### src/hdl/bp_ctr_pkg.sv
// Saturating direction counters and the provider code
package bp_ctr_pkg;

    localparam int CTR_W = 3;

    // Weakly taken
    localparam logic [CTR_W-1:0] CTR_RESET = 3'b100;
    localparam logic [CTR_W-1:0] CTR_MAX   = '1;
    localparam logic [CTR_W-1:0] CTR_MIN   = '0;

    // Which component supplied the final direction
    typedef enum logic [1:0] {
        PROV_BASE  = 2'd0,
        PROV_SHORT = 2'd1,
        PROV_LONG  = 2'd2
    } provider_t;

    // One resolved outcome applied to a counter, clamped at both ends
    function automatic logic [CTR_W-1:0] ctr_next(input logic [CTR_W-1:0] ctr,
                                                  input logic taken);
        logic [CTR_W-1:0] nxt;
        nxt = ctr;
        if (taken && (ctr != CTR_MAX)) begin
            nxt = ctr + 1'b1;
        end else if (!taken && (ctr != CTR_MIN)) begin
            nxt = ctr - 1'b1;
        end
        return nxt;
    endfunction

endpackage

### src/hdl/bp_geom_pkg.sv
// Predictor geometry: PC width, history length and table sizes
package bp_geom_pkg;

    // Program counter width
    localparam int PC_W = 32;

    // Global history length, one more than the longest folded length
    localparam int GHR_W = 9;

    // Base table index width, depth is 2**BASE_IDX_W
    localparam int BASE_IDX_W = 8;

    // Tagged table depth exponent
    localparam int TAG_IDX_W = 7;

    // Partial tag width stored per tagged entry
    localparam int TAG_W = 8;

    // Past queries remembered by each tagged component
    localparam int QBUF_DEPTH = 6;

    // Folded history lengths of the two tagged components
    localparam int HIST_SHORT = 4;
    localparam int HIST_LONG  = 8;

endpackage

### src/hdl/bimodal_table.sv
// Bimodal base predictor of PC-indexed saturating counters
`timescale 1ns/1ps

module bimodal_table
    import bp_geom_pkg::*;
    import bp_ctr_pkg::*;
(
    input  logic            clk,
    input  logic            rst_n,

    // Combinational lookup
    input  logic [PC_W-1:0] query_pc_i,
    output logic            taken_o,

    // Resolved branch
    input  logic            upd_valid_i,
    input  logic [PC_W-1:0] upd_pc_i,
    input  logic            upd_taken_i
);

    localparam int DEPTH = 2 ** BASE_IDX_W;

    logic [CTR_W-1:0]      ctr_q [DEPTH];
    logic [BASE_IDX_W-1:0] q_idx;
    logic [BASE_IDX_W-1:0] u_idx;

    // Instructions are word aligned, skip the two low PC bits
    assign q_idx = query_pc_i[BASE_IDX_W+1:2];
    assign u_idx = upd_pc_i[BASE_IDX_W+1:2];

    // Upper half of the counter range means taken
    assign taken_o = ctr_q[q_idx][CTR_W-1];

    always_ff @(posedge clk or negedge rst_n) begin
        if (!rst_n) begin
            for (int i = 0; i < DEPTH; i++) begin
                ctr_q[i] <= CTR_RESET;
            end
        end else if (upd_valid_i) begin
            ctr_q[u_idx] <= ctr_next(ctr_q[u_idx], upd_taken_i);
        end
    end

endmodule

### config.mk
export PLATFORM = sky130hd
export DESIGN_NAME = bimodal_table
export DESIGN_NICKNAME = d
export VERILOG_FILES = /design/src/hdl/bp_ctr_pkg.sv /design/src/hdl/bp_geom_pkg.sv /design/src/hdl/bimodal_table.sv
export SDC_FILE = /design/constraint.sdc
export NUM_CORES = 2
export LEC_CHECK = 0
export BUFFER_PORTS_ARGS = -buffer_cell sky130_fd_sc_hd__buf_2
export CORE_MARGIN = 4
export CORE_UTILIZATION = 57
export CTS_CLUSTER_DIAMETER = 120
export DETAILED_ROUTE_END_ITERATION = 10
export PLACE_DENSITY = 0.79
export SLEW_MARGIN = 15
export SYNTH_ARGS = -nofsm -noshare
export SYNTH_HDL_FRONTEND = slang
export SYNTH_SLANG_ARGS = --single-unit
export TNS_END_PERCENT = 10
### constraint.sdc
create_clock -name clk -period 4.4 [get_ports clk]
set_input_delay 0.88 -clock clk [delete_from_list [all_inputs] [get_ports clk]]
set_output_delay 0.88 -clock clk [all_outputs]
set_load 0.02 [all_outputs]
==> results by group <==
Worst setup path
  – CP cell instances: buf_16, buf_12, buf_4, mux4_2, mux4_2, mux4_2, mux4_2, buf_6
  – CP Class: input pin to output port
  – CP max stage cell: mux4_2
  – Endpoint class of the critical path: output port
  – Worst path max stage delay: 0.59 ns
  – Largest fanout on the critical path: 7
  – CP startpoint kind: input pin
  – Worst Path Arrival: 3.63 ns
  – Worst path buffer plus inverter count: 4
  – Crit path required time: 3.52 ns
  – Cell repeated most along the worst path: mux4_2
  – Delay-heaviest family, CP: multiplexers

Global routing
  – First-pass GRT wire length: 190 mm
  – Largest net degree at the start of global routing: 118
  – Initial antenna violation count: 6
  – Vias in the first global route: 32.1k
  – Total track usage: 33.5%
  – Met3 Track Usage GR: 11.4%
  – GR Util met1: 43.9%
  – Most used routing layer: met2
  – Met2 usage: 50.1%
  – Global route overflow: 0

CTS
  – CTS Root Cell: clkbuf_16
  – H-tree Lvls: 3
  – Clock Sinks: 768
  – Clock tree buffer depth: 3
  – Worst-skew pair later-pin latency: 0.65 ns
  – Hold-fix buffers, CTS: 0
  – TritonCTS buffer count: 81
  – Clock-pin slew on the worst setup and hold paths: 0.06 ns
  – CTS tree: built

Detailed routing
  – DR pass1 iterations: 6
  – Vias per inst: 6.72
  – Via count: 32.2k
  – Routed Antenna Nets: 0
  – DR iter-0 viols: 4330
  – Final wirelength: 122 mm
  – Routed len/inst: 25.5 µm
  – Residual DRC: 0

Cells and area
  – FILL cells: 4678
  – Area Growth Syn to Fin: 14.8%
  – Non-Filler Instances: 4787
  – Largest register FFs: 768
  – Total area of multi-input combinational cells: 0.0177 mm²
  – Most frequent cells in the layout: nand2_1 (835), dfrtp_1 (512), nor2_1 (392)
  – Top flop regs: ctr_q: 768 flops
  – Register with the most flip-flops: ctr_q
  – Post-route cell area: 0.0447 mm²
  – Register area: 0.0195 mm²
  – Commonest non-fill, non-tap cell in the layout: nand2_1
  – Share of cells above drive strength 1: 25.1%
  – Final net count: 3917

Logic synthesis
  – Synth top area share: 32.9%
  – Post-synth design cell area: 0.0389 mm²
  – Mapped Nets: 3760
  – Cell count after synthesis: 3688
  – Leading area contributor after synthesis: dfrtp_1
  – Netlist cell types: 57
  – Area contributors post-synth: dfrtp_1 (33%), dfstp_2 (17%), mux4_2 (12%), nand2_1 (8.1%), o31ai_1 (5.0%)
  – Seq/Total Area, Yosys: 50.2%
  – Async S/R FF share, synth: 100%
  – Synth warn: 0
  – EDFF count, synth: 0
  – FF+latch count, synth: 768
  – Top_reg_cell synth: dfrtp_1
  – Syn_area_per_cell: 10.6 µm²

Floorplan
  – Core area: 0.0674 mm²
  – Die Y: 269 µm
  – I/O pins: 69
  – Die X: 269 µm
  – Die Footprint: 0.0725 mm²
  – Row Count: 95
  – Initial Utilization: 57.7%

Timing
  – FMAX: 0.222 GHz
  – Final worst-path cycle share: 102%
  – RSZ-0062 raised after global routing: true
  – Fin Setup TNS: -0.106 ns
  – Max Transition Viols Final: 0
  – Hold_ws: 0.292 ns
  – Max-slew headroom: 40.6%
  – Setup Skew: 0.0345 ns
  – Final Worst Setup Slack: -0.106 ns
  – Final min period: 4.51 ns
  – Final Hold Viols: 0
  – Worst Tran Pin Value: 0.889 ns
  – Final setup viols: 1

Placed design
  – GP Congestion: 0.990
  – Detailed Place HPWL: 81.3 mm
  – Pre-CTS setup slack: -0.682 ns
  – Cell Area, Placed: 0.0417 mm²
  – Placed insts: 4628
  – Number of buffers added on ports: 20

Worst hold path
  – HP Class: input pin to asynchronous set/reset pin

Pwr
  – Clock power frac: 39.9%
  – Seq pwr share: 44.6%
  – IR drop worst, VDD: 0.250 mV
  – Pint: 0.0131 W
  – Switching portion of total power: 27.5%
  – Leakage: 18.4 nW
  – Logic gate share of total power: 15.6%
  – Switching power: 0.00495 W
  – Power density over cell area: 403 mW/mm²

Job
  – MaxCap Viol Count: 0

Outcome
  – Outcome: finished, violations left
  – Failing checks: negative setup slack
==> power groups by stage <==
stage                     Clock, W  Sequential (W)  Combinational [W]
final                      0.00717         0.00802            0.00281
after CTS                  0.00719         0.00801            0.00274
after global routing       0.00751         0.00807            0.00298
after floorplan                  0         0.00800            0.00171
after detailed placement         0         0.00811            0.00269
after global placement           0         0.00808            0.00262
==> worst reg2reg max path, delay by kind of cell (launching register included) <==
kind	cells	cell delay [ns]
AND/OR/NAND/NOR	2	0.16
buffers and inverters	3	0.56
AO/OA/AOI/OAI	4	1.56
flip-flops	1	0.54
multiplexers	3	0.81
adder cells (fa/ha/maj)	1	0.19
==> final timing paths <==
kind / start / to / slack [ns] / cells past startpoint
setup reg to reg: ctr_q[392] / ctr_q[635] / 0.48 / 13
setup / recovery: query_pc_i[2] / taken_o / -0.11 / 8
min in group clk: ctr_q[168] / ctr_q[168] / 0.47 / 2
hold / removal: rst_n / ctr_q[444] / 0.29 / 1
hold reg to reg: ctr_q[168] / ctr_q[168] / 0.47 / 2
max in group asynchronous: rst_n / ctr_q[61] / 2.94 / 2
==> per-layer routing <==
layer | share of wire (%) | vias up
li1 | - | 13687
met1 | 36 | 15755
met2 | 44 | 2132
met3 | 13 | 574
met4 | 6.2 | 4
met5 | 0.023 | -
==> stage by stage <==
step	power, W	utilization, %
CTS	0.0179	66.3
global route	0.0186	66.3
finish	0.0180	66.3
floorplan	0.00971	-
global placement	0.0107	61.9
detailed placement	0.0108	61.9
==> cell families after synthesis <==
kind of cell    share of synthesized area (%)
compound gates                           14.7
fa+ha+maj                               0.129
buf+inv                                  4.65
flops                                    50.2
mux                                      16.8
simple gates                             13.5
==> layout make-up <==
type,instances,area share (%)
sequential,768,43.7
inverter,5,0.0420
clock buffer,124,5.42
clock inverter,23,0.753
timing repair buffer,347,7.96
antenna,5,0.0280
tap,873,2.44
multi-input combinational,2642,39.6
==> timing repair <==
| action | in CTS | in global routing |
|---|---|---|
| hold endpoints to repair | 0 | 0 |
| gates resized for setup | 10 | 6 |
| gates cloned | 3 | 0 |
| buffers inserted | 4 | 0 |
| endpoints found under the setup margin | 149 | 493 |
==> Yosys cell counts, types with 2 or more instances <==
master / number
a211oi_1: 11
dfrtp_1: 512
o21ai_1: 4
mux4_2: 214
and3_1: 6
a31oi_1: 124
o22ai_1: 3
dfstp_2: 256
nor2_1: 399
buf_2: 44
buf_6: 79
mux2_2: 11
o211ai_1: 2
a221oi_1: 7
a22o_1: 6
buf_1: 15
o31ai_1: 259
a21oi_1: 149
nand3_1: 32
buf_4: 32
inv_1: 4
clkbuf_1: 103
a22oi_1: 66
nor4bb_1: 2
nand2_1: 836
o21ai_0: 272
a2111oi_0: 5
nand4_1: 8
and4_1: 3
nand2b_1: 4
nor2b_1: 13
nor3_1: 13
mux2i_1: 161
ha_1: 4
and2_1: 7
Power figures use the tool's default switching activity.
