[config.mk]
export PLATFORM = sky130hd
export DESIGN_NAME = history_reg
export DESIGN_NICKNAME = d
export VERILOG_FILES = /design/src/hdl/bp_geom_pkg.sv /design/src/hdl/history_reg.sv
export SDC_FILE = /design/constraint.sdc
export NUM_CORES = 1
export LEC_CHECK = 0
export ABC_AREA = 0
export BUFFER_PORTS_ARGS = -buffer_cell sky130_fd_sc_hd__buf_4
export CAP_MARGIN = 20
export CORE_AREA = 5 5 42 44
export CTS_BUF_LIST = sky130_fd_sc_hd__clkbuf_8
export DETAILED_ROUTE_END_ITERATION = 8
export DIE_AREA = 0 0 47 49
export PLACE_DENSITY = 0.49
export RECOVER_POWER = 25
export SKIP_LAST_GASP = 1
export SLEW_MARGIN = 0
export SYNTH_ARGS = -nofsm -noshare
export SYNTH_HDL_FRONTEND = slang
export SYNTH_SLANG_ARGS = --single-unit
[constraint.sdc]
create_clock -name clk -period 0.8 [get_ports clk]
set_input_delay 0.12 -clock clk [delete_from_list [all_inputs] [get_ports clk]]
set_output_delay 0.12 -clock clk [all_outputs]
set_load 0.03 [all_outputs]
[src/hdl/bp_geom_pkg.sv]
// Predictor geometry: PC width, history length and table sizes
package bp_geom_pkg;

    // Program counter width
    localparam int PC_W = 32;

    // Global history length, one more than the longest folded length
    localparam int GHR_W = 9;

    // Base table index width, depth is 2**BASE_IDX_W
    localparam int BASE_IDX_W = 8;

    // Tagged table depth exponent
    localparam int TAG_IDX_W = 7;

    // Partial tag width stored per tagged entry
    localparam int TAG_W = 8;

    // Past queries remembered by each tagged component
    localparam int QBUF_DEPTH = 6;

    // Folded history lengths of the two tagged components
    localparam int HIST_SHORT = 4;
    localparam int HIST_LONG  = 8;

endpackage

[src/hdl/history_reg.sv]
// Global branch history, one bit per resolved conditional branch
`timescale 1ns/1ps

module history_reg
    import bp_geom_pkg::*;
(
    input  logic             clk,
    input  logic             rst_n,
    input  logic             upd_valid_i,
    input  logic             upd_taken_i,
    output logic [GHR_W-1:0] ghr_o
);

    logic [GHR_W-1:0] ghr_q;

    // Newest outcome enters at bit 0, oldest falls off the top
    always_ff @(posedge clk or negedge rst_n) begin
        if (!rst_n) begin
            ghr_q <= '0;
        end else if (upd_valid_i) begin
            ghr_q <= {ghr_q[GHR_W-2:0], upd_taken_i};
        end
    end

    assign ghr_o = ghr_q;

endmodule

==> results of run 1 <==
## metal layers
layer  global-route usage  wire length [microns]  vias up
met5                    0                      0        -
met4               0.0553                      0        0
met3               0.0332                     61        0
met2               0.0837                    297       11
met1               0.0907                    288      113
li1                     -                      -       96
## power groups by stage
| stage | clock network, mW | logic (mW) | registers (mW) |
|---|---|---|---|
| after floorplan | 0 | 0.212 | 0.982 |
| after global placement | 0 | 0.735 | 0.716 |
| after detailed placement | 0 | 0.735 | 0.732 |
| after CTS | 0.525 | 0.820 | 0.753 |
| after global routing | 0.544 | 0.843 | 0.775 |
| final | 0.498 | 0.808 | 0.747 |
## final cells by class
| type | instances | area (sq um) |
|---|---|---|
| fillers | 146 | 833 |
| flip-flops and latches | 9 | 236 |
| multi-input cells | 9 | 135 |
| repair buffers | 13 | 131 |
| clock buffers | 3 | 41.3 |
| well taps | 16 | 20.0 |
| clock inverters | 1 | 3.75 |
## cell usage in the layout (no fill, tap or decap)
cell type / instances
mux2_4: 9
dfrtp_2: 9
buf_6: 9
clkbuf_8: 3
buf_4: 2
inv_1: 1
dlygate4sd3_1: 1
clkbuf_2: 1
## worst paths after layout
kind,startpoint,endpoint,slack (ns)
worst max-delay path,ghr_o[6],ghr_o[6],-0.11
max in group asynchronous,rst_n,ghr_o[1],0.31
worst min register to register,ghr_o[8],ghr_o[8],0.53
worst min-delay path,upd_taken_i,ghr_o[0],0.13
worst max register to register,ghr_o[1],ghr_o[1],-0.01
min in group asynchronous,rst_n,ghr_o[3],0.28
## cell families after synthesis
logic type             count (synthesis)  share of synthesized area
buffers and inverters                  1                     0.0303
muxes                                  9                      0.364
DFF                                    9                      0.606
## metrics by stage
| stage | std cells | total power [mW] | setup TNS, ns | util | area, sq um |
|---|---|---|---|---|---|
| after floorplan | 19 | 1.19 | -0.540 | - | 383 |
| after global placement | 46 | 1.45 | 0 | 0.344 | 482 |
| after detailed placement | 46 | 1.47 | 0 | 0.344 | 482 |
| after CTS | 51 | 2.10 | -1.05 | 0.407 | 571 |
| after global routing | 51 | 2.16 | -1.27 | 0.405 | 568 |
| final | 51 | 2.05 | -0.927 | 0.405 | 568 |
## timing repair
| item | 4_1_cts | 5_1_grt |
|---|---|---|
| cloned | 0 | 0 |
| endpoints found under the setup margin | 11 | 17 |
| gates resized for setup | 9 | 0 |
| pin swaps | 0 | 0 |
| hold buffers | 1 | 0 |
| endpoints found under the hold margin | 9 | 0 |
==> results by group, run 1 <==
Setup path
  • Critical Path AT: 0.79 ns
  • Crit Path Category: flop to primary output
  • Reg2Reg Depth: 1
  • CP cell instances: buf_6
  • Worst stage delay on the critical path: 0.42 ns
  • Largest delay share family, worst path: flip-flops
  • Startpoint Class: flop
  • Slowest CP cell: dfrtp_2
  • Critical path capture point type: primary output
  • Critical path fanouts, max: 3
  • CP required: 0.68 ns
  • Worst path depth: 1
  • Buf+Inv Stages, Crit Path: 1

Synthesis
  • Main flop type after synthesis: dfrtp_1
  • Leading post-synthesis cells by cell area: dfrtp_1, mux2_4, buf_6
  • Commonest cells post-synth: dfrtp_1, mux2_4, buf_6
  • Asr flop ratio synth: 1.00
  • Syn_nets: 23
  • Syn_area_per_cell: 19.6 sq um
  • EDFF count, synth: 0
  • Synth cell types: 3
  • Yosys reg bits: 9
  • Seq/Total Area, Yosys: 0.606
  • Yosys top cell area share: 0.606
  • Cell taking the most area after synthesis: dfrtp_1
  • Post-Synthesis Cells: 19
  • Yosys warning total: 0
  • Post-Syn Area: 372 sq um

Power
  • Net Sw Frac: 0.325
  • Clock power share: 0.243
  • Pwr Density: 3610 mW/mm^2
  • Seq pwr share: 0.364
  • Sw power: 0.668 mW
  • Combinational power share: 0.393
  • Max IR drop VDD: 0.00137 V
  • Cell internal pwr: 1.39 mW
  • Leakage power: 0.270 nW

Place
  • Port bufs: 12
  • GPL Wtd Cong: 0.627
  • Pre-CTS setup slack: 0.00410 ns

Drt
  • DRC: 0
  • DRT antenna net count: 0
  • Vias per cell: 4.31
  • Drt total wl: 646 microns
  • First-pass DRT Iterations: 2
  • WL/cell: 12.7 microns
  • Via count: 220
  • Drt first-iter violations: 3

Timing
  • Final Hold Fails: 0
  • Setup ws final: -0.108 ns
  • Slew margin rel.: 0.852
  • Setup Skew: 0.00244 ns
  • Tightest Pin Transition: 0.222 ns
  • Final Cycle Share: 1.13
  • Fmax achieved: 1.10 GHz
  • Max-slew violation count: 0
  • Number of setup violations in the final report: 12
  • Fin Hold WS: 0.126 ns
  • Minimum clock period: 0.908 ns
  • RSZ-0062 raised after global routing: yes

Status
  • Status: complete, but fails checks
  • Failing checks: setup timing

Clocking
  • Clock tree from TritonCTS: done
  • Clk_lat worst skew: 0.23 ns
  • Clock Tree Buf Depth: 2
  • Total CTS buffers: 3
  • CTS H-tree depth: 1
  • Root buffer cell: clkbuf_8
  • Clock sink total: 9
  • Post-CTS setup buffer count: 0
  • Clock slew at reported path FFs: 0.04 ns

Cells and area
  • Synthesis-to-finish area growth: 52.9%
  • Final Net Count: 40
  • Share of post-route cells with drive strength above 1: 0.943
  • ANT cells: 0
  • Max reg flops: 9

Global routing
  • Vias in the first global route: 240
  • Global-route wire length before repair: 1060 microns
  • Grt total ovfl: 0
  • Initial antenna violation count: 0
  • Tot GR Track Use: 0.0697
  • Largest net degree at the start of global routing: 10

Die
  • Starting density of the core: 0.265
  • Std-Cell Rows: 14
  • Core ar.: 0.00140 sq mm
  • Die area: 0.00230 sq mm
  • Chip width: 47 microns
  • Die H: 49 microns
  • # IOs: 13

Flow run
  • Max cap viols: 0

Hold path
  • Hold Crit Class: primary input to flop
  • Hold path depth: 2
Power figures use the tool's default switching activity.
==> run 2, diff against run 1 <==
--- a/config.mk
+++ b/config.mk
@@ -14,6 +14,7 @@
 export DIE_AREA = 0 0 47 49
 export PLACE_DENSITY = 0.49
 export RECOVER_POWER = 25
+export REMOVE_ABC_BUFFERS = 1
 export SKIP_LAST_GASP = 1
 export SLEW_MARGIN = 0
 export SYNTH_ARGS = -nofsm -noshare
==> constraint.sdc (replaced) <==
create_clock -name clk -period 1 [get_ports clk]
set_input_delay 0.15 -clock clk [delete_from_list [all_inputs] [get_ports clk]]
set_output_delay 0.15 -clock clk [all_outputs]
set_load 0.03 [all_outputs]
==> run 2 against run 1 <==
  * The run now ends clean
  * Largest power group unchanged
  * Non-clock buffer count stayed put
  * Critical endpoint is now ghr_o[2]
  * Utilization decreased by 3.3 points
  * Setup slack better by 0.16 ns
==> results by group, run 2 (synthesis gave the netlist of run 1 again) <==
Status
  • Status: finished, final reports clean (was complete, but fails checks)

Timing
  • Max-slew violation count: 0 (unchanged)
  • Final Cycle Share: 0.951
  • Minimum clock period: 0.951 ns
  • Number of setup violations in the final report: 0 (was 12)
  • Setup TNS: 0 ns (was -0.927 ns)
  • Fmax achieved: 1.05 GHz
  • Setup Skew: 0.00214 ns (was 0.00244 ns)
  • RSZ-0062 raised after global routing: no (was yes)
  • Slew margin rel.: 0.680 (was 0.852)
  • Tightest Pin Transition: 0.481 ns (was 0.222 ns)
  • Final Hold Fails: 0 (unchanged)

Setup path
  • Critical path fanouts, max: 3 (unchanged)
  • Critical Path AT: 0.80 ns (was 0.79 ns)
  • FF-to-FF End: ghr_o[2] (was ghr_o[1])
  • Reg2reg start: ghr_o[2] (was ghr_o[1])
  • Slowest CP cell: dfrtp_1 (was dfrtp_2)
  • Worst setup startpoint: ghr_o[2] (was ghr_o[6])
  • Reg2Reg Depth: 1 (unchanged)
  • Worst stage delay on the critical path: 0.40 ns (was 0.42 ns)
  • Critical path capture point type: primary output (unchanged)
  • Worst path depth: 1 (unchanged)
  • CP cell instances: buf_4 (was buf_6)
  • Largest delay share family, worst path: flip-flops (unchanged)
  • Crit Path Category: flop to primary output (unchanged)
  • CP required: 0.85 ns (was 0.68 ns)
  • Slack of the worst reg-to-reg path: 0.21 ns (was -0.01 ns)
  • Buf+Inv Stages, Crit Path: 1 (unchanged)
  • Startpoint Class: flop (unchanged)

Global routing
  • Grt total ovfl: 0 (unchanged)
  • Global-route wire length before repair: 1080 microns (was 1060 microns)
  • Tot GR Track Use: 0.0697 (about the same)
  • Vias in the first global route: 243 (was 240)
  • Largest net degree at the start of global routing: 10 (unchanged)
  • Initial antenna violation count: 0 (unchanged)

Drt
  • DRT antenna net count: 0 (unchanged)
  • First-pass DRT Iterations: 1 (was 2)
  • Drt first-iter violations: 0 (was 3)
  • Vias per cell: 4.16 (was 4.31)
  • Drt total wl: 663 microns (was 646 microns)
  • DRC: 0 (unchanged)
  • Via count: 212 (was 220)
  • WL/cell: 13.0 microns (was 12.7 microns)

Power
  • Seq pwr share: 0.361 (was 0.364)
  • Combinational power share: 0.380 (was 0.393)
  • Sw power: 0.518 mW (was 0.668 mW)
  • Leakage power: 0.266 nW (was 0.270 nW)
  • Cell internal pwr: 1.02 mW (was 1.39 mW)
  • Net Sw Frac: 0.337 (was 0.325)
  • Max IR drop VDD: 0.00103 V (was 0.00137 V)
  • Clock power share: 0.260 (was 0.243)
  • Pwr Density: 2950 mW/mm^2 (was 3610 mW/mm^2)

Clocking
  • Clock sink total: 9 (unchanged)
  • Clock slew at reported path FFs: 0.04 ns (about the same)
  • Clk_lat worst skew: 0.23 ns (about the same)
  • Clock Tree Buf Depth: 2 (unchanged)
  • Clock tree from TritonCTS: done (unchanged)
  • Total CTS buffers: 3 (unchanged)
  • Root buffer cell: clkbuf_8 (unchanged)
  • CTS H-tree depth: 1 (unchanged)
  • Post-CTS setup buffer count: 0 (unchanged)

Die
  • Chip width: 47 microns (unchanged)
  • # IOs: 13 (unchanged)
  • Die area: 0.00230 sq mm (unchanged)
  • Core ar.: 0.00140 sq mm (unchanged)
  • Die H: 49 microns (unchanged)
  • Starting density of the core: 0.265 (unchanged)
  • Std-Cell Rows: 14 (unchanged)

Cells and area
  • Commonest non-fill, non-tap cell in the layout: buf_4
  • Synthesis-to-finish area growth: 40.4% (was 52.9%)
  • ANT cells: 0 (unchanged)
  • Most frequent cells in the layout: buf_4, mux2_4, dfrtp_1 (was mux2_4, dfrtp_2, buf_6)
  • Layout Utilization: 0.372 (was 0.405)
  • Share of post-route cells with drive strength above 1: 0.657 (was 0.943)
  • Max reg flops: 9 (unchanged)
  • Final Net Count: 40 (unchanged)

Hold path
  • Hold path depth: 2 (unchanged)
  • Hold wc startpoint: upd_taken_i (unchanged)
  • Hold Crit Class: primary input to flop (unchanged)
  • Hold endpoint: ghr_o[0] (unchanged)

Flow run
  • Max cap viols: 0 (unchanged)

Place
  • GPL Wtd Cong: 0.635 (was 0.627)
  • Port bufs: 12 (unchanged)
[run 2: power groups by stage]
stage	registers, mW	clock network, mW	logic [mW]
2_1_floorplan	0.761	0	0.159
4_1_cts	0.560	0.421	0.594
3_5_place_dp	0.562	0	0.589
6_report	0.555	0.399	0.584
3_3_place_gp	0.553	0	0.588
5_1_grt	0.575	0.431	0.610
[run 2: metal layers]
layer / global-route usage / share of wire
met1: 0.0950 / 0.48
met2: 0.0769 / 0.41
met3: 0.0258 / 0.11
met4: 0.0691 / 0
met5: 0 / 0
[run 2: area by class of cell]
type                            count  area (sq um)
Fill cell                         153           880
Sequential cell                     9           225
Multi-Input combinational cell      9           135
Timing Repair Buffer               13          96.3
Clock buffer                        3          41.3
Tap cell                           16          20.0
Clock inverter                      1          3.75
[run 2: how the worst max path moves through the flow]
stage	end	slack [ns]
final	ghr_o[2]	0.05
after floorplan	ghr_o[0]	0.10
after detailed placement	ghr_o[6]	0.21
after global placement	ghr_o[8]	0.23
after CTS	ghr_o[6]	0.03
after global routing	ghr_o[5]	0.02
[run 2: what timing repair did]
action / CTS / global route
endpoints found under the setup margin: 0 / 0
endpoints found under the hold margin: 9 / 0
hold buffers: 1 / 0
resized for setup: 0 / 0
[run 2: metrics by stage]
| step | instances | hold slack [ns] | setup WS [ns] | instance area [sq um] | power, mW |
|---|---|---|---|---|---|
| 2_1_floorplan | 18 | -0.146 | 0.100 | 360 | 0.920 |
| 3_3_place_gp | 46 | -0.0235 | 0.228 | 470 | 1.14 |
| 3_5_place_dp | 46 | -0.0215 | 0.211 | 470 | 1.15 |
| 4_1_cts | 51 | 0.142 | 0.0338 | 526 | 1.58 |
| 5_1_grt | 51 | 0.150 | 0.0228 | 522 | 1.62 |
| 6_report | 51 | 0.149 | 0.0486 | 522 | 1.54 |
